==> config.mk <==
export PLATFORM = sky130hd
export DESIGN_NAME = egress_port_demux
export DESIGN_NICKNAME = d
export VERILOG_FILES = /design/src/common/egress_cfg_pkg.sv /design/src/logic/egress_port_demux.sv
export SDC_FILE = /design/constraint.sdc
export NUM_CORES = 1
export LEC_CHECK = 0
export BUFFER_PORTS_ARGS = -buffer_cell sky130_fd_sc_hd__clkbuf_2
export CORE_MARGIN = 2
export CORE_UTILIZATION = 41
export DETAILED_ROUTE_END_ITERATION = 7
export GPL_ROUTABILITY_DRIVEN = 0
export PLACE_DENSITY = 0.79
export SYNTH_ARGS = -nofsm -noshare
export SYNTH_HDL_FRONTEND = slang
export SYNTH_SLANG_ARGS = --single-unit
==> constraint.sdc <==
create_clock -name clk -period 3.2 [get_ports clk]
set_input_delay 0.64 -clock clk [delete_from_list [all_inputs] [get_ports clk]]
set_output_delay 0.64 -clock clk [all_outputs]
set_load 0.005 [all_outputs]
==> src/common/egress_cfg_pkg.sv <==
//////////////////////////////////////////////////////////////////////
// Egress data path constants
// Port count, bus widths, buffer depth and packet limit
//////////////////////////////////////////////////////////////////////

package egress_cfg_pkg;

    // Port fan-out
    localparam int NUM_PORTS = 4;
    localparam int PORT_SEL_W = 2;

    // Wide input beat and narrow output word, in bytes
    localparam int BUS_BYTES = 8;
    localparam int PORT_BYTES = 2;
    localparam int WORDS_PER_BEAT = BUS_BYTES / PORT_BYTES;

    // Buffer entries per port, counted in input beats
    localparam int FIFO_DEPTH = 16;

    // Longest legal packet, also the space needed to accept one
    localparam int MAX_PKT_BEATS = 8;

    // Statistics counters
    localparam int CNT_W = 32;

endpackage

==> src/logic/egress_port_demux.sv <==
//////////////////////////////////////////////////////////////////////
// Egress demux, registers each input beat and steers it to one port
//////////////////////////////////////////////////////////////////////

`timescale 1ns/1ps

module egress_port_demux (
    input  logic                                     clk,
    input  logic                                     rst,
    input  logic                                     in_valid,
    output logic                                     in_ready,
    input  logic [egress_cfg_pkg::BUS_BYTES*8-1:0]   in_data,
    input  logic [egress_cfg_pkg::BUS_BYTES-1:0]     in_keep,
    input  logic                                     in_last,
    input  logic [egress_cfg_pkg::PORT_SEL_W-1:0]    in_port,
    output logic [egress_cfg_pkg::NUM_PORTS-1:0]     port_valid,
    output logic [egress_cfg_pkg::BUS_BYTES*8-1:0]   port_data,
    output logic [egress_cfg_pkg::BUS_BYTES-1:0]     port_keep,
    output logic                                     port_last
);

    logic                                  accept;
    logic                                  mid_pkt;
    logic [egress_cfg_pkg::PORT_SEL_W-1:0] pkt_port;

    assign accept = in_valid && in_ready;

    // Never back-pressured, ports drop instead
    always_ff @(posedge clk) begin
        if (rst) begin
            in_ready <= 1'b0;
            port_valid <= '0;
            mid_pkt <= 1'b0;
        end else begin
            in_ready <= 1'b1;
            for (int p = 0; p < egress_cfg_pkg::NUM_PORTS; p++) begin
                port_valid[p] <= accept && (int'(in_port) == p);
            end
            if (accept) begin
                mid_pkt <= !in_last;
            end
        end
    end

    // Shared beat payload
    always_ff @(posedge clk) begin
        if (accept) begin
            port_data <= in_data;
            port_keep <= in_keep;
            port_last <= in_last;
            pkt_port <= in_port;
        end
    end

    // Destination is fixed for the whole packet
    a_port_stable: assert property (@(posedge clk) disable iff (rst)
        accept && mid_pkt |-> in_port == pkt_port);

endmodule

**Word-level counts from Yosys, hierarchy flattened**

Cells that the tools add are included.

- Register bits after elaboration: 78
- Input port bits: 78
- Output and inout bits: 78
- Word-level logic and storage cells: 15

- Equality and inequality tests: 3
- Multiplexer cells: 1
- Reduce and logical (&&, ||, !) cells: 6

Operators with widths:

| operator | count |
|---|---|
| $logic_and A1 B1 Y1 | 5 |
| $eq A2 B2 Y1 const B | 2 |
| $eq A2 B1 Y1 const B | 1 |
| $logic_not A2 Y1 | 1 |
| $mux W1 | 1 |

**Longest topological paths before layout**

- Word-level depth: 2
- Mapped depth: 2
- Mapped depth without buffers: 2

**Least setup slack after synthesis**

Ideal clock, no wire load.

- Kind: input to register
- Start: input port in_valid
- End: register port_data[0] in the netlist's numbering, enable pin
- Library setup time: 0.427 ns
- Arrival: 2.136 ns
- Required time: 2.773 ns
- Setup slack: 0.637 ns
- Stages on the path: 2
- Buffers on the path: 0
- Path through: nand2_2 inv_1

- Longest elaborated chain between the ends: 1

RTL lines:

| what | RTL line | RTL |
|---|---|---|
| from (decl) | egress_port_demux.sv:10 | `input logic in_valid,` |
| $logic_and A1 B1 Y1 | egress_port_demux.sv:26 | `assign accept = in_valid && in_ready;` |
| via accept | egress_port_demux.sv:22 | `logic accept;` |
| to (signal assigned) | egress_port_demux.sv:48 | `port_data <= in_data;` |
| to (decl) | egress_port_demux.sv:17 | `output logic [egress_cfg_pkg::BUS_BYTES*8-1:0] port_data,` |

The timed path passes the listed nets, and every way through them passes these cells.
A chain may end at the register's enable or synchronous reset.

**Final worst setup path**

- Start: input port in_valid
- End: register port_data[20] in the netlist's numbering, enable pin

The elaborated chain is that of the path after synthesis.

==> summary.txt <==
Route
  – # DRC: 0
  – Vias per cell: 4.32
  – DR WL/cell: 14.8 µm
  – DRT iter0 DRCs: 33
  – Post-Route WL: 4.86 mm
  – Antenna-violating nets left: 0
  – Routed vias: 1420
  – First-pass detailed-route iteration total: 4

STA
  – Final worst slack: 1600 ps
  – Final setup vio count: 0
  – RSZ-0062 raised after global routing: no
  – Worst slew pin tran: 622 ps
  – Setup tns final: 0 ps
  – Clock Skew: 3.57 ps
  – Rel. slew slack: 0.585
  – FMAX: 0.624 GHz
  – Fin crit period: 1600 ps
  – Slew Limit Fails: 0
  – Fin. Hold Viols: 0
  – Final period util: 0.501

Critical path
  – Cell Chain, Critical Path: clkbuf_2 > nand2_2 > inv_2 > buf_12
  – Critical path data arrival time: 1630 ps
  – WP data required: 3230 ps
  – Critical path's largest stage delay: 470 ps
  – Worst setup path class: in -> reg
  – CP Capture Type: register
  – Slowest CP cell: inv_2
  – Crit path launch type: primary input
  – Max FO, Critical Path: 44

Synth
  – Register area share after synthesis: 0.979
  – Unique masters post-synth: 7
  – Flops & latches, synth: 78
  – Post-Syn Nets: 163
  – Post-synthesis cell count: 85
  – Synth Cell Area: 2340 µm²
  – Mean Syn Cell Area: 27.6 µm²
  – Synth warn: 0

Floorplanning
  – Die Area: 6330 µm²
  – Core Box Area: 5510 µm²
  – Die height: 79.6 µm
  – Row cnt: 27
  – Die width: 79.6 µm
  – Num ports: 156
  – Initial Util: 0.425

GRT
  – First-pass GRT wire length: 7.08 mm
  – GRT Util Overall: 0.158
  – Total congestion overflow: 0
  – Vias in the first global route: 1467
  – Largest net degree at the start of global routing: 45
  – Initial antenna violation count: 0

Power
  – PD cells: 564 nW/µm²
  – Power consumption: 1.92 mW
  – Comb power frac: 0.059
  – Net Sw Frac: 0.205
  – Seq pwr share: 0.612
  – Switching pwr: 0.393 mW
  – Leakage: 1.49 nW
  – P_int: 1.53 mW
  – Worst vdd ir: 0.342 mV
  – Clock power share: 0.329

Clock network
  – CTS tree: yes
  – Hold buffers post-CTS: 0
  – Clock tree sinks: 78
  – Clk root buf: clkbuf_8
  – H-Tree Depth: 3
  – Clock slew at reported path FFs: 80 ps
  – CTS buffer count: 9
  – Post CTS Setup Buffer Count: 0
  – Deepest clock path buffer count: 2
  – Latest clock arrival within the worst-skew pair: 330 ps
  – Cts repair resizes: 0

Finish
  – # diodes: 0
  – Filler Cells Inserted: 413
  – Nets: 330
  – Most frequent cells in the layout: 155 x clkbuf_2, 73 x edfxtp_1, 10 x clkbuf_8
  – Seq. cell area: 2290 µm²
  – Multi-input combinational cell area: 42.5 µm²
  – Layout cells sized above 1: 0.677
  – Area growth syn-to-layout: 45.4%
  – Commonest non-fill, non-tap cell in the layout: clkbuf_2

Min path
  – Worst hold-check path type: in -> reg

Run
  – Max_cap viols: 0

Placed design
  – I/O Buffers: 155
  – Final HPWL DP: 3.79 mm
  – Pre-CTS WS: 1220 ps

Run status
  – Status: complete, no violations
-- cells in the mapped netlist, drive strengths merged --
library cell	number	area share
edfxtp	73	0.94
dfxtp	5	0.043
inv	2	0.0032
nor4b	2	0.0075
and4bb	1	0.0053
nand2	1	0.0027
nor4	1	0.0027
-- final cells by class --
class	instances	share of cell area
timing repair buffer	156	0.234
inverter	2	0.00221
clock buffer	11	0.0415
multi-input combinational	5	0.0125
sequential	78	0.673
clock inverter	5	0.0103
tap	72	0.0265
-- registers in the layout, summed over array words and instances, names as in the netlist --
signal,cells
port_last,1
port_valid,4
port_keep,8
in_ready,1
port_data,64
-- stage by stage --
| stage | hold WS [ps] | util | cell area (µm²) | cells |
|---|---|---|---|---|
| 3_3_place_gp | 493 | 0.586 | 3230 | 313 |
| 5_1_grt | 457 | 0.618 | 3400 | 329 |
| 2_1_floorplan | 480 | - | 2340 | 85 |
| 3_5_place_dp | 510 | 0.586 | 3230 | 313 |
| 4_1_cts | 459 | 0.618 | 3400 | 329 |
| 6_report | 475 | 0.618 | 3400 | 329 |
-- power groups by stage --
stage               Clock (mW)  Combinational, mW  Sequential (mW)
global placement             0              0.112             1.19
floorplan                    0             0.0149             1.20
global route             0.683              0.125             1.18
finish                   0.632              0.113             1.17
CTS                      0.648              0.116             1.17
detailed placement           0              0.116             1.20
-- path summary, 6_finish.rpt --
| check | startpoint | end | slack (ps) | depth (start not counted) |
|---|---|---|---|---|
| min reg2reg | in_ready | port_valid[0] | 520 | 2 |
| min | in_data[53] | port_data[53] | 480 | 1 |
| max | in_valid | port_data[20] | 1600 | 4 |
| max reg2reg | in_ready | port_data[20] | 1640 | 3 |
-- layer usage --
metal | wire length [µm] | GRT usage | share of wire | vias up
li1 | - | - | - | 674
met5 | 0 | 0 | 0 | -
met4 | 103 | 0.0983 | 0.021 | 0
met1 | 1540 | 0.147 | 0.32 | 649
met2 | 2670 | 0.274 | 0.55 | 88
met3 | 553 | 0.0758 | 0.11 | 9
-- logic make-up (layout without fill, tap and decap cells) --
| logic type | count (synthesis) | count (layout) | share of synthesized area |
|---|---|---|---|
| and+or+nand+nor | 5 | 5 | 0.0182 |
| buffers and inverters | 2 | 174 | 0.00321 |
| DFF | 78 | 78 | 0.979 |
-- worst max-delay path: cells and delay by family --
kind                   cells  cell delay, ps
buffers and inverters      3             870
AND/OR/NAND/NOR            1              80
No activity file was read; power rests on OpenSTA's default activity.
