### src/common/egress_cfg_pkg.sv
//////////////////////////////////////////////////////////////////////
// Egress data path constants
// Port count, bus widths, buffer depth and packet limit
//////////////////////////////////////////////////////////////////////

package egress_cfg_pkg;

    // Port fan-out
    localparam int NUM_PORTS = 4;
    localparam int PORT_SEL_W = 2;

    // Wide input beat and narrow output word, in bytes
    localparam int BUS_BYTES = 8;
    localparam int PORT_BYTES = 2;
    localparam int WORDS_PER_BEAT = BUS_BYTES / PORT_BYTES;

    // Buffer entries per port, counted in input beats
    localparam int FIFO_DEPTH = 16;

    // Longest legal packet, also the space needed to accept one
    localparam int MAX_PKT_BEATS = 8;

    // Statistics counters
    localparam int CNT_W = 32;

endpackage

### src/common/egress_regs_pkg.sv
//////////////////////////////////////////////////////////////////////
// Egress register map for the Wishbone register block
//////////////////////////////////////////////////////////////////////

package egress_regs_pkg;

    localparam int WB_ADR_W = 8;
    localparam int WB_DAT_W = 32;

    // Word addresses
    localparam logic [WB_ADR_W-1:0] REG_ENABLE = 8'h00;
    localparam logic [WB_ADR_W-1:0] REG_CLEAR = 8'h01;

    // Counter block, four words per port
    localparam logic [WB_ADR_W-1:0] REG_CNT_BASE = 8'h10;

    // Counter index within a port
    localparam logic [1:0] CNT_ACCEPTED = 2'd0;
    localparam logic [1:0] CNT_DROP_DISABLED = 2'd1;
    localparam logic [1:0] CNT_DROP_FULL = 2'd2;
    localparam int NUM_CNTS = 3;

endpackage

### src/logic/egress_csr.sv
//////////////////////////////////////////////////////////////////////
// Egress register block
// Wishbone classic slave for port enables, counter clears and readout
//////////////////////////////////////////////////////////////////////

`timescale 1ns/1ps

module egress_csr (
    input  logic                                   clk,
    input  logic                                   rst,
    input  logic                                   wb_cyc,
    input  logic                                   wb_stb,
    input  logic                                   wb_we,
    input  logic [egress_regs_pkg::WB_ADR_W-1:0]   wb_adr,
    input  logic [egress_regs_pkg::WB_DAT_W-1:0]   wb_dat_w,
    output logic [egress_regs_pkg::WB_DAT_W-1:0]   wb_dat_r,
    output logic                                   wb_ack,
    output logic [egress_cfg_pkg::NUM_PORTS-1:0]   ports_enable,
    output logic [egress_cfg_pkg::NUM_PORTS-1:0]   cnts_clear,
    input  logic [egress_cfg_pkg::CNT_W-1:0]       cnt_accepted [egress_cfg_pkg::NUM_PORTS],
    input  logic [egress_cfg_pkg::CNT_W-1:0]       cnt_drop_disabled [egress_cfg_pkg::NUM_PORTS],
    input  logic [egress_cfg_pkg::CNT_W-1:0]       cnt_drop_full [egress_cfg_pkg::NUM_PORTS]
);

    localparam int AW = egress_regs_pkg::WB_ADR_W;
    localparam int DW = egress_regs_pkg::WB_DAT_W;
    localparam int PSW = egress_cfg_pkg::PORT_SEL_W;

    logic          req;
    logic          done;
    logic [AW-1:0] cnt_off;
    logic [1:0]    cnt_idx;
    logic          in_cnt_range;
    logic [DW-1:0] rd_val;

    // One ack per strobe and none again until wb_stb drops
    assign req = wb_cyc && wb_stb && !done;

    // Counter address is base + 4 * port + index
    assign cnt_off = wb_adr - egress_regs_pkg::REG_CNT_BASE;
    assign cnt_idx = cnt_off[1:0];
    assign in_cnt_range = (wb_adr >= egress_regs_pkg::REG_CNT_BASE)
        && (int'(cnt_off[AW-1:2]) < egress_cfg_pkg::NUM_PORTS)
        && (int'(cnt_idx) < egress_regs_pkg::NUM_CNTS);

    always_comb begin
        rd_val = '0;
        if (wb_adr == egress_regs_pkg::REG_ENABLE) begin
            rd_val = DW'(ports_enable);
        end else if (in_cnt_range) begin
            case (cnt_idx)
                egress_regs_pkg::CNT_ACCEPTED:
                    rd_val = DW'(cnt_accepted[cnt_off[2 +: PSW]]);
                egress_regs_pkg::CNT_DROP_DISABLED:
                    rd_val = DW'(cnt_drop_disabled[cnt_off[2 +: PSW]]);
                egress_regs_pkg::CNT_DROP_FULL:
                    rd_val = DW'(cnt_drop_full[cnt_off[2 +: PSW]]);
                default:
                    rd_val = '0;
            endcase
        end
    end

    always_ff @(posedge clk) begin
        if (rst) begin
            wb_ack <= 1'b0;
            done <= 1'b0;
            ports_enable <= '0;
            cnts_clear <= '0;
        end else begin
            wb_ack <= req;
            if (!wb_stb) begin
                done <= 1'b0;
            end else if (req) begin
                done <= 1'b1;
            end
            // Clear is a pulse and is not stored
            cnts_clear <= '0;
            if (req && wb_we) begin
                if (wb_adr == egress_regs_pkg::REG_ENABLE) begin
                    ports_enable <= wb_dat_w[egress_cfg_pkg::NUM_PORTS-1:0];
                end
                if (wb_adr == egress_regs_pkg::REG_CLEAR) begin
                    cnts_clear <= wb_dat_w[egress_cfg_pkg::NUM_PORTS-1:0];
                end
            end
        end
    end

    always_ff @(posedge clk) begin
        if (req && !wb_we) begin
            wb_dat_r <= rd_val;
        end
    end

    a_ack_single: assert property (@(posedge clk) disable iff (rst)
        wb_ack |=> !wb_ack);

endmodule

### config.mk
export PLATFORM = sky130hd
export DESIGN_NAME = egress_csr
export DESIGN_NICKNAME = d
export VERILOG_FILES = /design/src/common/egress_cfg_pkg.sv /design/src/common/egress_regs_pkg.sv /design/src/logic/egress_csr.sv
export SDC_FILE = /design/constraint.sdc
export NUM_CORES = 1
export LEC_CHECK = 0
export ABC_AREA = 1
export BUFFER_PORTS_ARGS = -buffer_cell sky130_fd_sc_hd__buf_2
export CAP_MARGIN = 20
export CELL_PAD_IN_SITES_DETAIL_PLACEMENT = 1
export CELL_PAD_IN_SITES_GLOBAL_PLACEMENT = 2
export CORE_MARGIN = 1
export CORE_UTILIZATION = 15
export DETAILED_ROUTE_END_ITERATION = 12
export GPL_TIMING_DRIVEN = 0
export PLACE_DENSITY_LB_ADDON = 0.1
export SETUP_SLACK_MARGIN = 0.4
export SLEW_MARGIN = 20
export SYNTH_ARGS = -nofsm -noshare
export SYNTH_HDL_FRONTEND = slang
export SYNTH_SLANG_ARGS = --single-unit
export TNS_END_PERCENT = 30
### constraint.sdc
create_clock -name clk -period 2.8 [get_ports clk]
set_clock_uncertainty 0.2 [all_clocks]
set_input_delay 0.56 -clock clk [delete_from_list [all_inputs] [get_ports clk]]
set_output_delay 0.56 -clock clk [all_outputs]
set_load 0.005 [all_outputs]
Word level (Yosys, flattened, before mapping)
Index checks and enable logic that the tools add are counted.
{ "word_totals": {"register_bits": 42, "input_bits": 429, "output_inout_bits": 41, "word_cells": 45} }
{ "op_classes": {"add_sub_neg": 1, "n_lt_le_gt_ge": 4, "eq_ne": 3, "mux": 12, "bitwise_logic": 5, "n_reduce_logical": 14} }
{ "ops": {"columns": ["operator", "n"], "rows": [
  ["$bmux 32 s2", 3],
  ["$mux 32", 6],
  ["$pmux 32 s3", 1],
  ["$eq 8x1->1 const B", 1],
  ["$ge 8x5->1 const B", 1],
  ["$logic_not 8->1", 1],
  ["$mux 4", 2],
  ["$sub 8x5->8 const B", 1],
  ["$logic_and 1x1->1", 6],
  ["$lt 6x3->1 const B", 1],
  ["$not 1->1", 4],
  ["$reduce_or 2->1", 2],
  ["$ge 3x3->1 const B", 1],
  ["$not 2->3", 1],
  ["$reduce_or 3->1", 1],
  ["$eq 2x1->1 const B", 1],
  ["$eq 2x2->1 const B", 1],
  ["$logic_not 1->1", 2],
  ["$logic_not 2->1", 1],
  ["$lt 2x2->1 const B", 1],
  ["$reduce_and 2->1", 1]
]} }

Logic depth before layout (Yosys ltp)
Gate-level depths: netlist (run 1).
{ "depth": {"word_depth": 8, "depth_mapped": 11, "mapped_depth_nobuf": 9} }

Worst setup path after synthesis (run 1)
Ideal clock, no wire load.
{ "synth_timing": {"path_kind": "in2reg", "from": "input wb_cyc", "to": "register wb_dat_r[0] in the netlist's numbering, enable pin", "setup_time_ns": 0.421, "t_arrival_ns": 2.055, "t_required_ns": 2.179, "slack_ns": 0.123, "stages": 2, "n_path_buf": 0, "cell_sequence": "nand3_1 -> nor2_1"} }
{ "synth_between": {"elab_chain_len": 3} }
{ "synth_lines": {"columns": ["element", "line", "source"], "rows": [
  ["from (decl)", "egress_csr.sv:11", "input logic wb_cyc,"],
  ["$logic_and 1x1->1 (2 in a row)", "egress_csr.sv:37", "assign req = wb_cyc && wb_stb && !done;"],
  ["$logic_and 1x1->1", "egress_csr.sv:91", "if (req && !wb_we) begin"],
  ["to (signal assigned)", "egress_csr.sv:92", "wb_dat_r <= rd_val;"],
  ["to (decl)", "egress_csr.sv:16", "output logic [egress_regs_pkg::WB_DAT_W-1:0] wb_dat_r,"]
]} }
Every way passes these cells.
A chain may end at the register's enable or synchronous reset.

Worst setup path after layout (run 1)
{ "layout_timing": {"from": "input wb_adr[2] in the netlist's numbering", "to": "register wb_dat_r[28] in the netlist's numbering (data pin)"} }
{ "layout_between": {"elab_chain_len": 6, "word_cells_on_any_way": 19, "classes_between": "1 x add/sub; 2 x order compare; 10 x mux; 2 x bitwise; 4 x reduce/logical"} }
{ "layout_lines": {"columns": ["element", "line", "source"], "rows": [
  ["from (decl)", "egress_csr.sv:14", "input logic [egress_regs_pkg::WB_ADR_W-1:0] wb_adr,"],
  ["$sub 8x5->8", "egress_csr.sv:40", "assign cnt_off = wb_adr - egress_regs_pkg::REG_CNT_BASE;"],
  ["$lt 6x3->1 / $not 2->3 (equally long branches)", null, null],
  ["$logic_and 1x1->1 (tied with other cells)", "egress_csr.sv:43", "&& (int'(cnt_off[AW-1:2]) < egress_cfg_pkg::NUM_PORTS)"],
  ["$logic_and 1x1->1 (tied with other cells)", "egress_csr.sv:44", "&& (int'(cnt_idx) < egress_regs_pkg::NUM_CNTS);"],
  ["$not 1->1 (no source line) (tied with other cells)", null, null],
  ["$reduce_or 2->1 (no source line) / $pmux 32 s3 (equally long branches)", null, null]
]} }
Several ways; a longest one is shown, not always the timed one. The select of a mux whose other input is x is not followed.

==> results.sh, run 1 <==
export IMPL_synth_top_cell_area_share_pct=44.0
export IMPL_drt_total_wl_um=41300
export IMPL_synth_edf_count=32
export IMPL_grt_max_degree=18
export IMPL_p_clk_share_pct=27.6
export IMPL_yosysWarnings=0
export IMPL_worst_pin_slew_ps=776
export IMPL_slew_headroom_pct=48.2
export IMPL_dieHeight_um=203
export IMPL_critical_path_peak_fanout=10
export IMPL_gp_congestion=0.771
export IMPL_fin_ws_ps=572
export IMPL_synth_common_cells="nand2_1 (709), inv_1 (199), nand3_1 (119)"
export IMPL_cts_tree="yes"
export IMPL_dpl_instance_area_um2=8950
export IMPL_path_clk_slew_ps=60
export IMPL_fill_cells=5425
export IMPL_synthMostInstantiatedCell="nand2_1"
export IMPL_netlist_instances=1253
export IMPL_cp_data_arrival_time_ps=2090
export IMPL_clk_latency_ps=300
export IMPL_netlist_top_cell_by_area="nand2_1"
export IMPL_maxCapViolations=0
export IMPL_ir_drop_uv=196
export IMPL_cts_root_buf="clkbuf_16"
export IMPL_p_switching_uw=932
export IMPL_grt_pass1_vias=9286
export IMPL_setup_viol=0
export IMPL_rows=73
export IMPL_nNetsFinal=2130
export IMPL_hold_path_class="reg -> reg"
export IMPL_first_iter_violations=264
export IMPL_clock_fmax_ghz=0.449
export IMPL_synth_ff_latch_count=42
export IMPL_synth_area_leaders="nand2_1 (44%), edfxtp_1 (16%), inv_1 (12%)"
export IMPL_grt_pass1_wl_um=59800
export IMPL_cts_buffers=5
export IMPL_via_count=8814
export IMPL_initial_core_util_pct=15.2
export IMPL_detail_route_first_pass_iterations=5
export IMPL_h_tree_depth=2
export IMPL_drc=0
export IMPL_rsz0062_at_grt="no"
export IMPL_slew_violations=0
export IMPL_avgSynthCellArea_um2=4.83
export IMPL_die_w_um=203
export IMPL_seqPwrFrac_pct=28.4
export IMPL_end_kind="flop"
export IMPL_final_core_util_pct=23.0
export IMPL_fp_coreArea_um2=39700
export IMPL_postCtsHoldBufs=0
export IMPL_wire_per_inst_um=18.5
export IMPL_sw_frac_of_total_pct=38.2
export IMPL_criticalPathCategory="in -> reg"
export IMPL_synthDistinctLibCells=18
export IMPL_hold_viol_final=0
export IMPL_async_flop_share_pct=0
export IMPL_run_status="completed"
export IMPL_clk_path_buf_depth=2
export IMPL_synth_seq_area_share_pct=19.2
export IMPL_critPathRequiredTime_ps=2660
export IMPL_power_leakage_nw=5.78
export IMPL_drive_gt1_share_pct=29.6
export IMPL_tns_ps=0
export IMPL_p_comb_share_pct=44.0
export IMPL_grt_overflow_total=0
export IMPL_start_kind="input pin"
export IMPL_synth_fp_nets=1682
export IMPL_dpl_hpwl_um=35000
export IMPL_layout_min_cycle_time_ps=2230
export IMPL_ant_nets=0
export IMPL_io_pins=470
export IMPL_fin_total_pwr_mw=2.44
export IMPL_final_area_um2=9120
export IMPL_pre_cts_slack_ps=202
export IMPL_synth_main_ff_cell="edfxtp_1"
export IMPL_cts_sinks=42
export IMPL_via_per_inst=3.95
export IMPL_p_per_area_nw_per_um2=268
export IMPL_numPortBuffers=440
export IMPL_die_area_um2=41200
export IMPL_grt_use_total_pct=19.7
export IMPL_area_delta_synth_final_pct=50.7
export IMPL_p_int_mw=1.51
export IMPL_antenna_found_initial=11
export IMPL_timing_final_crit_share_pct=79.6
export IMPL_syn_area_um2=6050
-- critical path, stage by stage --
cell and delay (ps):
buf_2 130, inv_1 110, buf_2 350, buf_2 330
nand2_1 100, nand3_1 110, nand2_1 120, nand2_1 90
nand3_1 80, nand2_1 60, inv_1 40
-- state kept, by name (all words and copies together) (netlist names) --
register,count
wb_dat_r,32
cnts_clear,4
ports_enable,4
done,1
wb_ack,1
-- repair_timing --
| item | 4_1_cts | 5_1_grt |
|---|---|---|
| gates resized for setup | 0 | 2 |
| setup endpoints to repair | 0 | 1 |
| setup buffers | 0 | 0 |
-- cells in the final DEF, fill, tap and decap left out, types with 2 or more instances in the layout --
| cell | count |
|---|---|
| dfxtp_1 | 10 |
| inv_1 | 199 |
| nand3_1 | 119 |
| buf_6 | 2 |
| buf_4 | 12 |
| clkbuf_1 | 22 |
| buf_2 | 475 |
| o21ai_1 | 5 |
| clkbuf_16 | 6 |
| buf_1 | 4 |
| diode_2 | 5 |
| o21ai_0 | 51 |
| a21oi_1 | 5 |
| nor2_1 | 42 |
| clkinv_2 | 2 |
| nand2_1 | 709 |
| edfxtp_1 | 32 |
-- layer usage --
metal | part of all wire, % | track usage, % | up-vias
li1 | - | - | 4610
met1 | 45 | 24.9 | 3949
met2 | 49 | 35.2 | 221
met3 | 5.2 | 3.72 | 22
met4 | 0.76 | 2.93 | 12
met5 | 0.14 | 0 | -
-- path summary, 6_finish.rpt --
kind / from / to / slack, ps / depth (start not counted)
setup / recovery: wb_adr[2] / wb_dat_r[28] / 570 / 11
hold / removal: done / done / 250 / 2
setup reg to reg: done / wb_dat_r[20] / 970 / 4
hold reg to reg: done / done / 250 / 2
-- power groups by stage --
stage | logic, mW | registers, mW | clock network [mW]
final | 1.07 | 0.692 | 0.675
after global routing | 1.23 | 0.694 | 0.722
after CTS | 1.11 | 0.692 | 0.708
after detailed placement | 1.10 | 0.706 | 0
after global placement | 1.09 | 0.706 | 0
after floorplan | 0.518 | 0.709 | 0
-- stage by stage --
| step | hold WS, ps | cells |
|---|---|---|
| 2_1_floorplan | 230 | 1253 |
| 3_3_place_gp | 244 | 2218 |
| 3_5_place_dp | 248 | 2219 |
| 4_1_cts | 242 | 2227 |
| 5_1_grt | 253 | 2230 |
| 6_report | 254 | 2232 |
-- cells by family after synthesis --
| family | Yosys count | synth area share (%) |
|---|---|---|
| AND/OR/NAND/NOR | 874 | 56.9 |
| AO/OA/AOI/OAI | 61 | 5.04 |
| flip-flops | 42 | 19.2 |
| buffers and inverters | 276 | 18.8 |
-- layout make-up --
class / count / area (um2) / share of cell area (%)
Clock inverter: 2 / 10.0 / 0.110
Clock buffer: 6 / 150 / 1.65
Multi-Input combinational cell: 935 / 3760 / 41.2
Inverter: 200 / 751 / 8.23
Timing Repair Buffer: 441 / 2230 / 24.4
Tap cell: 525 / 657 / 7.20
Sequential cell: 42 / 1160 / 12.7
Buffer: 76 / 390 / 4.28
Antenna cell: 5 / 12.5 / 0.137
(Power assumes the default switching activity.)
==> run 2: changes to the inputs <==
CORE_UTILIZATION = 17   (was 15)
clock period = 2.2 ns   (was 2.8 ns; I/O delays follow)
==> results.sh, run 2 (synthesis gave the netlist of run 1 again) <==
export IMPL_drive_gt1_share_pct=31.5
export IMPL_area_delta_synth_final_pct=53.9
export IMPL_power_leakage_nw=5.92
export IMPL_clk_path_buf_depth=2
export IMPL_grt_use_total_pct=21.4
export IMPL_nNetsFinal=2132
export IMPL_crit_path_max_incr_delay_ps=310
export IMPL_h_tree_depth=2
export IMPL_start_kind="input pin"
export IMPL_p_clk_share_pct=26.6
export IMPL_hold_path_depth=2
export IMPL_dieHeight_um=191
export IMPL_hold_path_end="wb_ack"
export IMPL_clock_fmax_ghz=0.576
export IMPL_fp_coreArea_um2=34800
export IMPL_sw_frac_of_total_pct=39.0
export IMPL_detail_route_first_pass_iterations=4
export IMPL_largest_register_ffs=32
export IMPL_wire_per_inst_um=18.4
export IMPL_cts_sinks=42
export IMPL_final_area_um2=9320
export IMPL_ir_drop_uv=236
export IMPL_rows=68
export IMPL_multi_input_area_um2=3790
export IMPL_layout_min_cycle_time_ps=1740
export IMPL_via_per_inst=4.11
export IMPL_grt_pass1_vias=9263
export IMPL_grt_pass1_wl_um=57000
export IMPL_slowest_stage="buf_2"
export IMPL_use_met2_pct=38.4
export IMPL_p_comb_share_pct=45.3
export IMPL_grt_overflow_total=0
export IMPL_timing_final_crit_share_pct=78.9
export IMPL_final_cell_mix="nand2_1 (704), buf_2 (451), inv_1 (198)"
export IMPL_slew_headroom_pct=50.6
export IMPL_initial_core_util_pct=17.4
export IMPL_seqPwrFrac_pct=28.1
export IMPL_path_clk_slew_ps=70
export IMPL_crit_chain="buf_4 > buf_2 > clkbuf_4 > nand2_1 > nand2_1 > nand2_1 > nand3_1 > nand2_1 > inv_1"
export IMPL_critical_path_peak_fanout=10
export IMPL_ant_nets=0
export IMPL_r2r_end="ports_enable[3]"
export IMPL_worst_pin_slew_ps=740
export IMPL_met3_usage_pct=4.07
export IMPL_hold_path_class="in -> reg"
export IMPL_maxCapViolations=0
export IMPL_dpl_instance_area_um2=8860
export IMPL_pre_cts_slack_ps=-230
export IMPL_gp_congestion=0.812
export IMPL_p_int_mw=1.91
export IMPL_p_per_area_nw_per_um2=336
export IMPL_cts_root_buf="clkbuf_16"
export IMPL_p_switching_mw=1.22
export IMPL_cp_data_arrival_time_ps=1710
export IMPL_drt_total_wl_um=39800
export IMPL_grt_max_degree=19
export IMPL_critPathRequiredTime_ps=2180
export IMPL_drc=0
export IMPL_cp_common_cell="nand2_1"
export IMPL_clk_latency_ps=300
export IMPL_slew_violations=0
export IMPL_grt_busiest_layer="met2"
export IMPL_final_common_cell="nand2_1"
export IMPL_dpl_hpwl_um=33700
export IMPL_rsz0062_at_grt="yes"
export IMPL_run_status="completed"
export IMPL_reg2reg_from="done"
export IMPL_io_pins=470
export IMPL_top_regs="wb_dat_r (32), cnts_clear (4), ports_enable (4)"
export IMPL_first_iter_violations=277
export IMPL_hold_viol_final=0
export IMPL_end_kind="flop"
export IMPL_antenna_found_initial=13
export IMPL_rrSetupSlack_ps=610
export IMPL_register_area_um2=1160
export IMPL_die_area_um2=36400
export IMPL_setup_viol=0
export IMPL_cts_buffers=5
export IMPL_fill_cells=4827
export IMPL_largest_register="wb_dat_r"
export IMPL_layoutNonFillerInstCount=2169
export IMPL_die_w_um=191
export IMPL_via_count=8904
export IMPL_numPortBuffers=440
export IMPL_hp_start="rst"
export IMPL_gr_usage_met1_pct=26.3
export IMPL_dpl_cell_count=2149
export IMPL_cts_tree="yes"
export IMPL_fin_ws_ps=464
export IMPL_criticalPathCategory="in -> reg"
export IMPL_reg2regPathDepth=6
[run 2: changes by cell type in the layout (fill, tap and decap cells not counted), sizes merged]
cell,before,now
clkbuf,29,35
diode,5,10
inv,200,202
buf,494,489
clkinv,2,1
[run 2: timing repair]
| action | in CTS | in global routing |
|---|---|---|
| hold buffers | 0 | 0 |
| setup endpoints to repair | 50 | 34 |
| setup buffers | 1 | 0 |
| gates resized for setup | 47 | 57 |
| endpoints found under the hold margin | 0 | 0 |
| pin swaps | 1 | 0 |
| cloned | 0 | 1 |
[run 2: power groups by stage]
stage | logic (mW) | registers [mW] | clock network (mW)
floorplan | 0.660 | 0.903 | 0
global placement | 1.38 | 0.898 | 0
detailed placement | 1.39 | 0.898 | 0
CTS | 1.43 | 0.880 | 0.864
global route | 1.61 | 0.882 | 0.886
finish | 1.42 | 0.880 | 0.831
[run 2: how the worst max path moves through the flow]
stage / from / slack, ps / end
2_1_floorplan: wb_adr[3] / 480 / wb_dat_r[25]
3_3_place_gp: wb_adr[6] / -210 / wb_dat_r[2]
3_5_place_dp: wb_adr[6] / -230 / wb_dat_r[2]
4_1_cts: wb_adr[6] / 340 / wb_dat_r[2]
5_1_grt: wb_adr[3] / 380 / wb_dat_r[5]
6_report: wb_adr[3] / 460 / wb_dat_r[5]
[run 2: layout make-up]
| type | count | share of cell area, % |
|---|---|---|
| timing repair buffer | 443 | 24.5 |
| clock buffer | 5 | 1.34 |
| inverter | 200 | 8.09 |
| clock inverter | 3 | 0.255 |
| sequential | 42 | 12.5 |
| buffer | 76 | 6.31 |
| tap | 455 | 6.11 |
| multi-input combinational | 935 | 40.7 |
| antenna | 10 | 0.269 |
[run 2: critical path: cells and delay by family]
kind                   cells  cell delay (ps)
buffers and inverters      4              810
AND/OR/NAND/NOR            5              450
[run 2: layer usage]
metal  part of all wire (%)  vias to the layer above
li1                       -                     4623
met1                     44                     4022
met2                     49                      227
met3                    5.2                       26
met4                    1.2                        6
met5                  0.088                        -
[run 2: per-stage QoR]
step | TNS [ps] | util, % | power (mW) | hold slack, ps
after floorplan | 0 | - | 1.56 | 230
after global placement | -7490 | 25.4 | 2.27 | 238
after detailed placement | -4960 | 25.5 | 2.29 | 246
after CTS | 0 | 26.3 | 3.17 | 120
after global routing | 0 | 26.7 | 3.38 | 134
final | 0 | 26.8 | 3.13 | 126
