### src/common/egress_cfg_pkg.sv
//////////////////////////////////////////////////////////////////////
// Egress data path constants
// Port count, bus widths, buffer depth and packet limit
//////////////////////////////////////////////////////////////////////

package egress_cfg_pkg;

    // Port fan-out
    localparam int NUM_PORTS = 4;
    localparam int PORT_SEL_W = 2;

    // Wide input beat and narrow output word, in bytes
    localparam int BUS_BYTES = 8;
    localparam int PORT_BYTES = 2;
    localparam int WORDS_PER_BEAT = BUS_BYTES / PORT_BYTES;

    // Buffer entries per port, counted in input beats
    localparam int FIFO_DEPTH = 16;

    // Longest legal packet, also the space needed to accept one
    localparam int MAX_PKT_BEATS = 8;

    // Statistics counters
    localparam int CNT_W = 32;

endpackage

### src/egress_port/egress_port.sv
//////////////////////////////////////////////////////////////////////
// Egress port, whole-packet drop, beat buffer, 64 to 16 bit narrowing
// and per-port statistics
//////////////////////////////////////////////////////////////////////

`timescale 1ns/1ps

module egress_port (
    input  logic                                     clk,
    input  logic                                     rst,
    input  logic                                     enable,
    input  logic                                     cnt_clear,
    input  logic                                     beat_valid,
    input  logic [egress_cfg_pkg::BUS_BYTES*8-1:0]   beat_data,
    input  logic [egress_cfg_pkg::BUS_BYTES-1:0]     beat_keep,
    input  logic                                     beat_last,
    output logic                                     out_valid,
    input  logic                                     out_ready,
    output logic [egress_cfg_pkg::PORT_BYTES*8-1:0]  out_data,
    output logic [egress_cfg_pkg::PORT_BYTES-1:0]    out_keep,
    output logic                                     out_last,
    output logic                                     drop_full,
    output logic [egress_cfg_pkg::CNT_W-1:0]         cnt_accepted,
    output logic [egress_cfg_pkg::CNT_W-1:0]         cnt_drop_disabled,
    output logic [egress_cfg_pkg::CNT_W-1:0]         cnt_drop_full
);

    localparam int DATA_W = egress_cfg_pkg::BUS_BYTES * 8;
    localparam int WORD_W = egress_cfg_pkg::PORT_BYTES * 8;
    localparam int DEPTH = egress_cfg_pkg::FIFO_DEPTH;
    localparam int MAX_BEATS = egress_cfg_pkg::MAX_PKT_BEATS;
    localparam int PTR_W = $clog2(DEPTH);
    localparam int IDX_W = $clog2(egress_cfg_pkg::WORDS_PER_BEAT);

    logic [DATA_W-1:0]                    mem_data [DEPTH];
    logic [egress_cfg_pkg::BUS_BYTES-1:0] mem_keep [DEPTH];
    logic                                 mem_last [DEPTH];
    logic [PTR_W-1:0]                     wr_ptr;
    logic [PTR_W-1:0]                     rd_ptr;
    logic [PTR_W:0]                       count;
    logic [$clog2(MAX_BEATS+1)-1:0]       pkt_beats;
    logic                                 sop;
    logic                                 has_room;
    logic                                 keep_pkt;
    logic                                 wr_en;
    logic                                 rd_en;

    logic                                 hold_valid;
    logic [DATA_W-1:0]                    hold_data;
    logic [egress_cfg_pkg::BUS_BYTES-1:0] hold_keep;
    logic                                 hold_last;
    logic [IDX_W-1:0]                     idx;
    logic [egress_cfg_pkg::WORDS_PER_BEAT-1:0] chunk_valid;
    logic                                 last_chunk;

    //////////////////////////////////////////////////////////////////////
    // Drop decision, taken on the first beat and held for the packet

    assign sop = beat_valid && (pkt_beats == '0);
    assign has_room = int'(count) <= DEPTH - MAX_BEATS;
    assign wr_en = beat_valid && (sop ? (enable && has_room) : keep_pkt);

    always_ff @(posedge clk) begin
        if (rst) begin
            pkt_beats <= '0;
            keep_pkt <= 1'b0;
            drop_full <= 1'b0;
        end else begin
            drop_full <= sop && enable && !has_room;
            if (beat_valid) begin
                pkt_beats <= beat_last ? '0 : pkt_beats + 1'b1;
            end
            if (sop) begin
                keep_pkt <= enable && has_room;
            end
        end
    end

    // Counters, clear wins over a same-cycle packet
    always_ff @(posedge clk) begin
        if (rst || cnt_clear) begin
            cnt_accepted <= '0;
            cnt_drop_disabled <= '0;
            cnt_drop_full <= '0;
        end else if (sop) begin
            if (!enable) begin
                cnt_drop_disabled <= cnt_drop_disabled + 1'b1;
            end else if (!has_room) begin
                cnt_drop_full <= cnt_drop_full + 1'b1;
            end else begin
                cnt_accepted <= cnt_accepted + 1'b1;
            end
        end
    end

    //////////////////////////////////////////////////////////////////////
    // Beat buffer

    always_ff @(posedge clk) begin
        if (wr_en) begin
            mem_data[wr_ptr] <= beat_data;
            mem_keep[wr_ptr] <= beat_keep;
            mem_last[wr_ptr] <= beat_last;
        end
    end

    always_ff @(posedge clk) begin
        if (rst) begin
            wr_ptr <= '0;
            rd_ptr <= '0;
            count <= '0;
        end else begin
            if (wr_en) begin
                wr_ptr <= wr_ptr + 1'b1;
            end
            if (rd_en) begin
                rd_ptr <= rd_ptr + 1'b1;
            end
            count <= count + (PTR_W+1)'(wr_en) - (PTR_W+1)'(rd_en);
        end
    end

    //////////////////////////////////////////////////////////////////////
    // Narrowing, one 16-bit chunk per cycle while out_ready

    // Keep fills from byte 0, so a chunk is live when its low byte is
    always_comb begin
        for (int i = 0; i < egress_cfg_pkg::WORDS_PER_BEAT; i++) begin
            chunk_valid[i] = hold_keep[i*egress_cfg_pkg::PORT_BYTES];
        end
    end

    assign last_chunk = (chunk_valid >> (int'(idx) + 1)) == '0;
    assign rd_en = (count != '0) && (!hold_valid || (out_ready && last_chunk));

    always_ff @(posedge clk) begin
        if (rst) begin
            hold_valid <= 1'b0;
            idx <= '0;
        end else if (rd_en) begin
            hold_valid <= 1'b1;
            idx <= '0;
        end else if (hold_valid && out_ready) begin
            hold_valid <= !last_chunk;
            idx <= last_chunk ? '0 : idx + 1'b1;
        end
    end

    always_ff @(posedge clk) begin
        if (rd_en) begin
            hold_data <= mem_data[rd_ptr];
            hold_keep <= mem_keep[rd_ptr];
            hold_last <= mem_last[rd_ptr];
        end
    end

    assign out_valid = hold_valid;
    assign out_data = hold_data[idx*WORD_W +: WORD_W];
    assign out_keep = hold_keep[idx*egress_cfg_pkg::PORT_BYTES +: egress_cfg_pkg::PORT_BYTES];
    assign out_last = hold_last && last_chunk;

    a_no_overflow: assert property (@(posedge clk) disable iff (rst)
        wr_en && !rd_en |-> int'(count) < DEPTH);

    a_pkt_len: assert property (@(posedge clk) disable iff (rst)
        beat_valid |-> int'(pkt_beats) < MAX_BEATS);

endmodule

### config.mk
export PLATFORM = sky130hd
export DESIGN_NAME = egress_port
export DESIGN_NICKNAME = d
export VERILOG_FILES = /design/src/common/egress_cfg_pkg.sv /design/src/egress_port/egress_port.sv
export SDC_FILE = /design/constraint.sdc
export NUM_CORES = 1
export LEC_CHECK = 0
export BUFFER_PORTS_ARGS = -buffer_cell sky130_fd_sc_hd__buf_2
export CORE_ASPECT_RATIO = 1.4
export CORE_UTILIZATION = 61
export DETAILED_ROUTE_END_ITERATION = 12
export PLACE_DENSITY = 0.79
export SLEW_MARGIN = 20
export SYNTH_ARGS = -nofsm -noshare
export SYNTH_HDL_FRONTEND = slang
export SYNTH_SLANG_ARGS = --single-unit
export TNS_END_PERCENT = 30
### constraint.sdc
create_clock -name clk -period 12.6 [get_ports clk]
set_clock_uncertainty 0.05 [all_clocks]
set_input_delay 1.89 -clock clk [delete_from_list [all_inputs] [get_ports clk]]
set_output_delay 1.89 -clock clk [all_outputs]
set_load 0.01 [all_outputs]
* Yosys cells after proc, flatten, opt, wreduce, memory -nomap -nowiden
Memories as Yosys holds them, arrays and structs flattened. A register that Yosys moved wholly into a read port is not among the register bits.
Cells that the tools add are included.
** Cells by class
- Add/subtract/negate cells :: 10
- $lt $le $gt $ge :: 1
- Shift operators :: 3
- Muxes and demuxes :: 7
- Bitwise gates (word level) :: 2
- Reduce and logical (&&, ||, !) cells :: 22
** Operators by type and width (number)
- adder 32 x 1 -> 32 bit, second input constant :: 3
- variable part select 64 x 7 -> 16 bit :: 1
- adder 4 x 1 -> 4 bit, second input constant :: 3
- logical AND 1 bit :: 9
- zero test 4 bit :: 2
- variable part select 8 x 4 -> 2 bit :: 1
- AND reduction 3 bit :: 2
- adder 5 x 1 -> 5 bit :: 1
- <= comparator 5 x 4 -> 1 bit, second input constant :: 1
- two-way mux 1 bit :: 5
- nonzero test 5 bit :: 1
- subtractor 5 x 1 -> 5 bit :: 1
- two-way mux 4 bit :: 1
- right shift 4 x 3 -> 4 bit :: 1
- adder 2 x 1 -> 3 bit, second input constant :: 1
- zero test 1 bit :: 3
- adder 2 x 1 -> 2 bit, second input constant :: 1
- logical OR 1 bit :: 2
- two-way mux 2 bit :: 1
- NOT 1 bit :: 2
- AND reduction 2 bit :: 1
- nonzero test 2 bit :: 1
- OR reduction 2 bit :: 1
** Word-level totals
- Register bits :: 118
- RAM bits :: 1168
- Input port bits :: 79
- Output and inout bits :: 117
- Logic and storage cells :: 59
- Memories kept :: 3
** Memory list
- mem_data :: depth 16, bits a word 64, read ports 1, clocked after Yosys merged registers in 1, write ports 1, line egress_port.sv:35 : logic [DATA_W-1:0] mem_data [DEPTH];
- mem_keep :: depth 16, bits a word 8, read ports 1, clocked after Yosys merged registers in 1, write ports 1, line egress_port.sv:36 : logic [egress_cfg_pkg::BUS_BYTES-1:0] mem_keep [DEPTH];
- mem_last :: depth 16, bits a word 1, read ports 1, clocked after Yosys merged registers in 1, write ports 1, line egress_port.sv:37 : logic mem_last [DEPTH];

* Logic depth before layout (Yosys ltp)
Gate-level depths: netlist of run 1.
- Depth after elaboration :: 7
- Depth in mapped cells :: 17
- Depth with buffers taken out :: 16

* Least setup slack after synthesis of run 1
Ideal clock, no wire load.
- Path kind :: input -> register
- Start point :: input beat_valid
- End point :: memory mem_data[3][0] (netlist name) (enable)
- Library setup time :: 593 ps
- Data arrival time :: 8045 ps
- Data required time :: 11957 ps
- Setup slack :: 3911 ps
- Stages on the path :: 5
- Buffers on the path :: 1
- Cell sequence :: nand4bb_4 clkbuf_1 a211oi_1 o211ai_1 nor3_1
** On the way
- Word-level cells in the longest chain between the ends :: 5
** Ends and longest elaborated chain
- from (decl) :: line egress_port.sv:13 : input logic beat_valid,
- logical AND 1 bit :: line egress_port.sv:59 : assign sop = beat_valid && (pkt_beats == '0);
- two-way mux 1 bit
- logical AND 1 bit * :: line egress_port.sv:61 : assign wr_en = beat_valid && (sop ? (enable && has_room) : keep_pkt);
- two-way mux 1 bit * :: line egress_port.sv:100 : if (wr_en) begin
- two-way mux 1 bit (not written as such) * :: line egress_port.sv:101 : mem_data[wr_ptr] <= beat_data;
- to (decl) :: line egress_port.sv:35
Mark *: on every way between the ends. The rest lies on a longest branch, timed or not.

* Worst setup path in the final report of run 1
- Start point :: input beat_valid
- End point :: memory mem_data[12][27] (netlist name) (enable)
Same word-level chain as after synthesis.

==> results of run 1 <==
[sequential cells by signal, summed over array words and instances, names as in the netlist, 5 cells and up]
signal / count
cnt_accepted: 32
cnt_drop_disabled: 32
cnt_drop_full: 32
count: 5
hold_data: 64
hold_keep: 8
mem_data: 1024
mem_keep: 128
mem_last: 16
[routing by layer]
layer / part of all wire / GRT usage / vias to the layer above / wire [µm]
met5: 0.00080 / 0 / - / 101
met4: 0.041 / 0.118 / 16 / 5220
met3: 0.089 / 0.0506 / 318 / 11300
met2: 0.53 / 0.520 / 1708 / 66900
met1: 0.34 / 0.380 / 13600 / 43500
li1: - / - / 10500 / -
[stage by stage]
stage,utilization,std cells,worst slack (ns),total power [mW],hold WS (ns)
after global placement,0.645,3613,6.64,6.92,0.403
after CTS,0.692,3833,7.28,10.6,0.425
after floorplan,-,2399,3.91,6.46,0.404
after global routing,0.692,3835,7.14,10.9,0.469
after detailed placement,0.646,3616,6.62,6.97,0.417
final,0.692,3837,7.21,10.6,0.421
[worst max-delay path, delay by kind of cell]
kind                   cells  cell delay [ns]
AOI/OAI and AO/OA          2             0.79
buffers and inverters      2             1.08
and+or+nand+nor            3             1.76
[final timing paths]
path              depth (start not counted)               endpoint                  start
setup / recovery                          7       mem_data[12][27]             beat_valid
hold / removal                            2  cnt_drop_disabled[31]  cnt_drop_disabled[31]
setup reg to reg                          8       mem_data[12][27]           pkt_beats[0]
hold reg to reg                           2  cnt_drop_disabled[31]  cnt_drop_disabled[31]
[cells in the final DEF (no fill, tap or decap), types with 9 or more instances in the layout]
cell type,instances
clkinv_2,17
xnor2_1,22
buf_2,195
nor3_1,11
nor2_4,12
a21oi_1,28
dfxtp_1,113
and3_1,14
mux4_2,383
or3_1,26
nand2_1,53
clkbuf_16,120
buf_4,38
clkinv_1,19
nand4_1,35
nand3_1,34
xor2_1,46
ha_1,18
bufinv_16,14
o21ai_0,28
mux2i_1,9
nor2_1,95
edfxtp_1,1241
inv_1,27
clkbuf_1,25
[cell type report]
type,count,area (µm²)
flip-flops and latches,1359,39600
repair buffers,240,1420
fillers,4745,25900
well taps,1088,1360
multi-input cells,902,12000
clock buffers,149,3150
inverters,28,106
diodes,3,7.51
clock inverters,68,742
[power breakdown]
part           switching, mW  internal, mW  total [mW]
Sequential             0.126          5.11        5.23
Combinational          0.845         0.831        1.68
Clock                   1.62          2.06        3.68
[cells by family after synthesis]
logic type	count (synthesis)
simple gates	341
flops	1359
xor+xnor	68
fa+ha+maj	19
buf+inv	138
compound gates	82
mux	392
==> key figures, run 1 <==
Place
  • Gpl congestion: 0.860
  • Detailed placement HPWL: 66900 µm
  • Port Buffer Count: 195
  • DP Area: 0.0545 mm²

Clocking
  • CTS tree: yes
  • Post-CTS Hold Buffers: 0
  • Clk pin slew, worst setup/hold paths: 0.07 ns
  • Clock Latency Late Sink: 0.70 ns
  • Post-CTS setup buffers: 0
  • CTS HTree Levels: 3
  • Post-CTS Resized: 0
  • Num CTS Buffers: 117
  • CTS root buf: clkbuf_16
  • Clock buffer depth: 3
  • # clock sinks: 1359

Synthesis
  • Leading post-synthesis cells by cell area: edfxtp_1, mux4_2, dfxtp_1
  • Most area-hungry cell type in the Yosys netlist: edfxtp_1
  • Ys async rst share: 0
  • Syn Area/Cell: 21.7 µm²
  • Top FF cell, synth: edfxtp_1
  • Post-Syn Nets: 2497
  • Count leader, synth: edfxtp_1
  • Compound-Gate Fraction of Synth Area: 0.00974
  • #FFs+latches synth: 1359
  • Yosys top cell area share: 0.716
  • Most frequent cells after synthesis: edfxtp_1, mux4_2, dfxtp_1
  • Distinct cells, synth: 53
  • Seq/Total Area, Yosys: 0.762
  • Post-Syn Area: 0.0520 mm²
  • Yosys warns: 0
  • Mux cell area share after synthesis: 0.168
  • Simple logic cell fraction of the synthesized area: 0.0343
  • XOR/XNOR Fraction of Synth Area: 0.0114
  • Synth Area in Adders: 0.00471
  • EDFF count, synth: 1241
  • Synthesized instance count: 2399
  • Largest family of logic cells by synthesized area: multiplexers

Setup path
  • WP data arrival: 5.64 ns
  • R2R setup slack: 7.94 ns
  • Slowest cell on crit path: buf_4
  • WP data required: 12.85 ns
  • CP Class: in -> reg
  • CP endpoint kind: flip-flop
  • Crit path largest cell delay: 0.86 ns
  • Crit Path Max Fanout: 50
  • Critical-path cell list: buf_2 -> nor4bb_1 -> o211ai_1 -> a21boi_1 -> nand2_1 -> nor2_4 -> buf_4
  • Startpoint Class: input port

Die
  • Core area: 0.0843 mm²
  • Die height: 348 µm
  • Die width: 249 µm
  • I/O pin count: 196
  • Starting density of the core: 0.617
  • Core Rows: 126
  • Die area: 0.0865 mm²

Power
  • Pwr Density: 181 mW/mm²
  • Leakage: 18.2 nW
  • VDD IR max: 0.000192 V

GRT
  • Largest net degree at the start of global routing: 121
  • First-pass GRT wire length: 185000 µm
  • Antenna violations before repair: 16
  • GRT Util Overall: 0.300
  • Vias in the first global route: 26700
  • Gr ovfl total: 0

Layout
  • Layout cells sized above 1: 0.304
  • Finished Cell Area: 0.0584 mm²
  • Area grow syn2layout: 12.3%
  • Final nets: 2746

STA
  • Max Freq: 186 MHz
  • Min Tclk post-route: 5.39 ns
  • Pins Over Slew Limit: 0
  • Unrepaired setup endpoints after global routing: no
  • Period utilization: 0.428
  • Final hold vios: 0
  • Finish-stage setup viols: 0
  • Final setup TNS: 0 ns
  • Slew HR: 0.221
  • Worst slew pin tran: 1.17 ns

Flow run
  • Max_cap viols: 0

Hold path
  • Hold Crit Class: reg -> reg

Outcome
  • Status: finished, final reports clean

Detailed routing
  • TritonRoute pass-1 iters: 6
  • Wire per inst: 33.1 µm
  • Aggregate routed wire length: 127000 µm
  • Vias per cell: 6.82
  • Via count: 26200
  • Detailed Route Iter0 Violations: 3366
  • DRC: 0
  • Number of routed nets with antenna violations: 0
Power figures use the tool's default switching activity.
==> run 2, diff against run 1 <==
Settings changed: CORE_UTILIZATION 61 to 55, PLACE_DENSITY 0.79 to 0.75.
Clock period 12.6 ns to 4.52 ns, I/O delays scaled along.
==> key figures, run 2 (synthesized netlist as in run 1, its figures left out) <==
GRT
  • Gr ovfl total: 0 (unchanged)
  • Vias in the first global route: 26500 (-0.86%)
  • Largest net degree at the start of global routing: 74 (-39%)
  • GRT Util Overall: 0.252 (-0.0473)
  • Antenna violations before repair: 12 (-4)
  • First-pass GRT wire length: 174000 µm (-6.0%)

Clocking
  • CTS root buf: clkbuf_16
  • Post-CTS Resized: 0 (unchanged)
  • CTS HTree Levels: 3 (unchanged)
  • Clock Latency Late Sink: 0.72 ns (+0.02 ns)
  • Clock buffer depth: 3 (unchanged)
  • Num CTS Buffers: 118 (+0.85%)
  • Post-CTS Hold Buffers: 0 (unchanged)
  • CTS tree: yes
  • # clock sinks: 1359 (unchanged)
  • Clk pin slew, worst setup/hold paths: 0.06 ns (about the same)
  • Post-CTS setup buffers: 0 (unchanged)

Detailed routing
  • Aggregate routed wire length: 118000 µm (-7.0%)
  • DRC: 0 (unchanged)
  • Detailed Route Iter0 Violations: 2643 (-21%)
  • TritonRoute pass-1 iters: 5 (-1)
  • Vias per cell: 6.33 (-7.1%)
  • Wire per inst: 29.7 µm (-10%)
  • Via count: 25200 (-3.6%)
  • Number of routed nets with antenna violations: 0 (unchanged)

Hold path
  • Hold Path Sink: idx[0]
  • Hold Crit Class: in -> reg
  • Hold depth: 4 (+2)
  • HP Start: out_ready

Setup path
  • WP data arrival: 4.36 ns (-1.28 ns)
  • CP Class: reg -> reg
  • R2R setup slack: 0.51 ns (-7.43 ns)
  • Startpoint Class: flip-flop
  • Number of cells on the worst reg-to-reg path: 8 (unchanged)
  • RR Startpoint: pkt_beats[0]
  • R2R Path End: mem_keep[13][4]
  • Crit Path Max Fanout: 22 (-56%)
  • CP endpoint kind: flip-flop
  • WP data required: 4.87 ns (-7.98 ns)

Layout
  • Commonest non-fill, non-tap cell in the layout: edfxtp_1
  • Storage element area: 0.0396 mm² (unchanged)
  • # fillers: 6146 (+30%)
  • Multi-input logic area: 0.0120 mm² (+0.21%)
  • Max reg flops: 1024 (unchanged)
  • Finished Cell Area: 0.0590 mm² (+1.1%)
  • Largest registers: mem_data: 1024 flops, mem_keep: 128 flops, hold_data: 64 flops
  • Final nets: 2760 (+0.51%)
  • Reg with most FFs: mem_data
  • Layout cells sized above 1: 0.310 (+0.00598)
  • Commonest non-fill, non-tap cells in the layout: edfxtp_1, mux4_2, buf_2
  • Area grow syn2layout: 13.5%
  • Layout Cells excl Fill: 3981 (+3.8%)

STA
  • Unrepaired setup endpoints after global routing: no
  • Min Tclk post-route: 4.01 ns
  • Finish-stage setup viols: 0 (unchanged)
  • Final worst setup slack: 0.506 ns (-6.71 ns)
  • Period utilization: 0.888
  • Slew HR: 0.264 (+0.0432)
  • Hold WS: 0.273 ns (-0.148 ns)
  • Worst slew pin tran: 1.10 ns (-0.0696 ns)
  • Final hold vios: 0 (unchanged)
  • Pins Over Slew Limit: 0 (unchanged)
  • Max Freq: 249 MHz

Place
  • DP Area: 0.0550 mm² (+0.97%)
  • Placement Setup Slack: 0.317 ns (-6.30 ns)
  • Detailed placement HPWL: 65900 µm (-1.5%)
  • Placed cell count: 3757 (+3.9%)
  • Gpl congestion: 0.820 (-4.7%)
  • Port Buffer Count: 195 (unchanged)

Power
  • VDD IR max: 0.000353 V (+84%)
  • Leakage: 18.3 nW (+0.91%)
  • Pwr Density: 503 mW/mm² (+180%)

Die
  • Core Rows: 133 (+5.6%)
  • I/O pin count: 196 (unchanged)
  • Die height: 366 µm (+5.3%)
  • Starting density of the core: 0.554 (-0.0625)
  • Die area: 0.0958 mm² (+11%)
  • Die width: 262 µm (+5.3%)
  • Core area: 0.0939 mm² (+11%)

Flow run
  • Max_cap viols: 0 (unchanged)

Outcome
  • Status: finished, final reports clean
-- run 2: worst max-delay path by stage --
stage	start	end	slack [ns]	cells past startpoint
3_3_place_gp	beat_valid	mem_keep[13][6]	0.48	7
6_report	pkt_beats[0]	mem_keep[13][4]	0.51	8
3_5_place_dp	beat_valid	mem_keep[13][4]	0.32	7
2_1_floorplan	beat_valid	mem_data[15][0]	-1.0	5
5_1_grt	pkt_beats[0]	mem_keep[13][6]	0.23	8
4_1_cts	pkt_beats[0]	mem_keep[13][2]	0.52	8
-- run 2: cell type report --
type / count / area share
timing repair buffer: 253 / 0.0294
clock buffer: 136 / 0.0512
tap: 1215 / 0.0257
sequential: 1359 / 0.671
multi-input combinational: 902 / 0.203
inverter: 28 / 0.00182
antenna: 2 / 0.0000848
clock inverter: 86 / 0.0172
-- run 2: through the flow --
step / util / total power, mW / TNS, ns
CTS: 0.629 / 29.9 / 0
global placement: 0.586 / 19.4 / 0
global route: 0.629 / 30.6 / 0
finish: 0.629 / 29.7 / 0
floorplan: - / 18.0 / -1028.38
detailed placement: 0.586 / 19.5 / 0
-- run 2: critical path, cell delays in order, from the launching register on --
cell	delay, ns
dfxtp_1	0.34
inv_1	0.08
ha_1	0.21
nor4bb_1	0.56
o211ai_1	0.22
a21boi_1	0.63
nand2_1	0.45
nor2_4	0.82
buf_12	0.31
-- run 2: power breakdown --
| part | leakage, nW | internal (mW) | switching [mW] |
|---|---|---|---|
| sequential | 12.1 | 14.2 | 0.350 |
| combinational | 4.25 | 2.36 | 2.24 |
| clock | 1.95 | 6.01 | 4.52 |
| total | 18.3 | 22.6 | 7.11 |
-- run 2: layer usage --
metal | share of wire | GRT usage | wire length (µm)
met5 | 0.00064 | 0 | 76
met4 | 0.030 | 0.0896 | 3550
met3 | 0.074 | 0.0441 | 8730
met2 | 0.53 | 0.436 | 62600
met1 | 0.37 | 0.320 | 43100
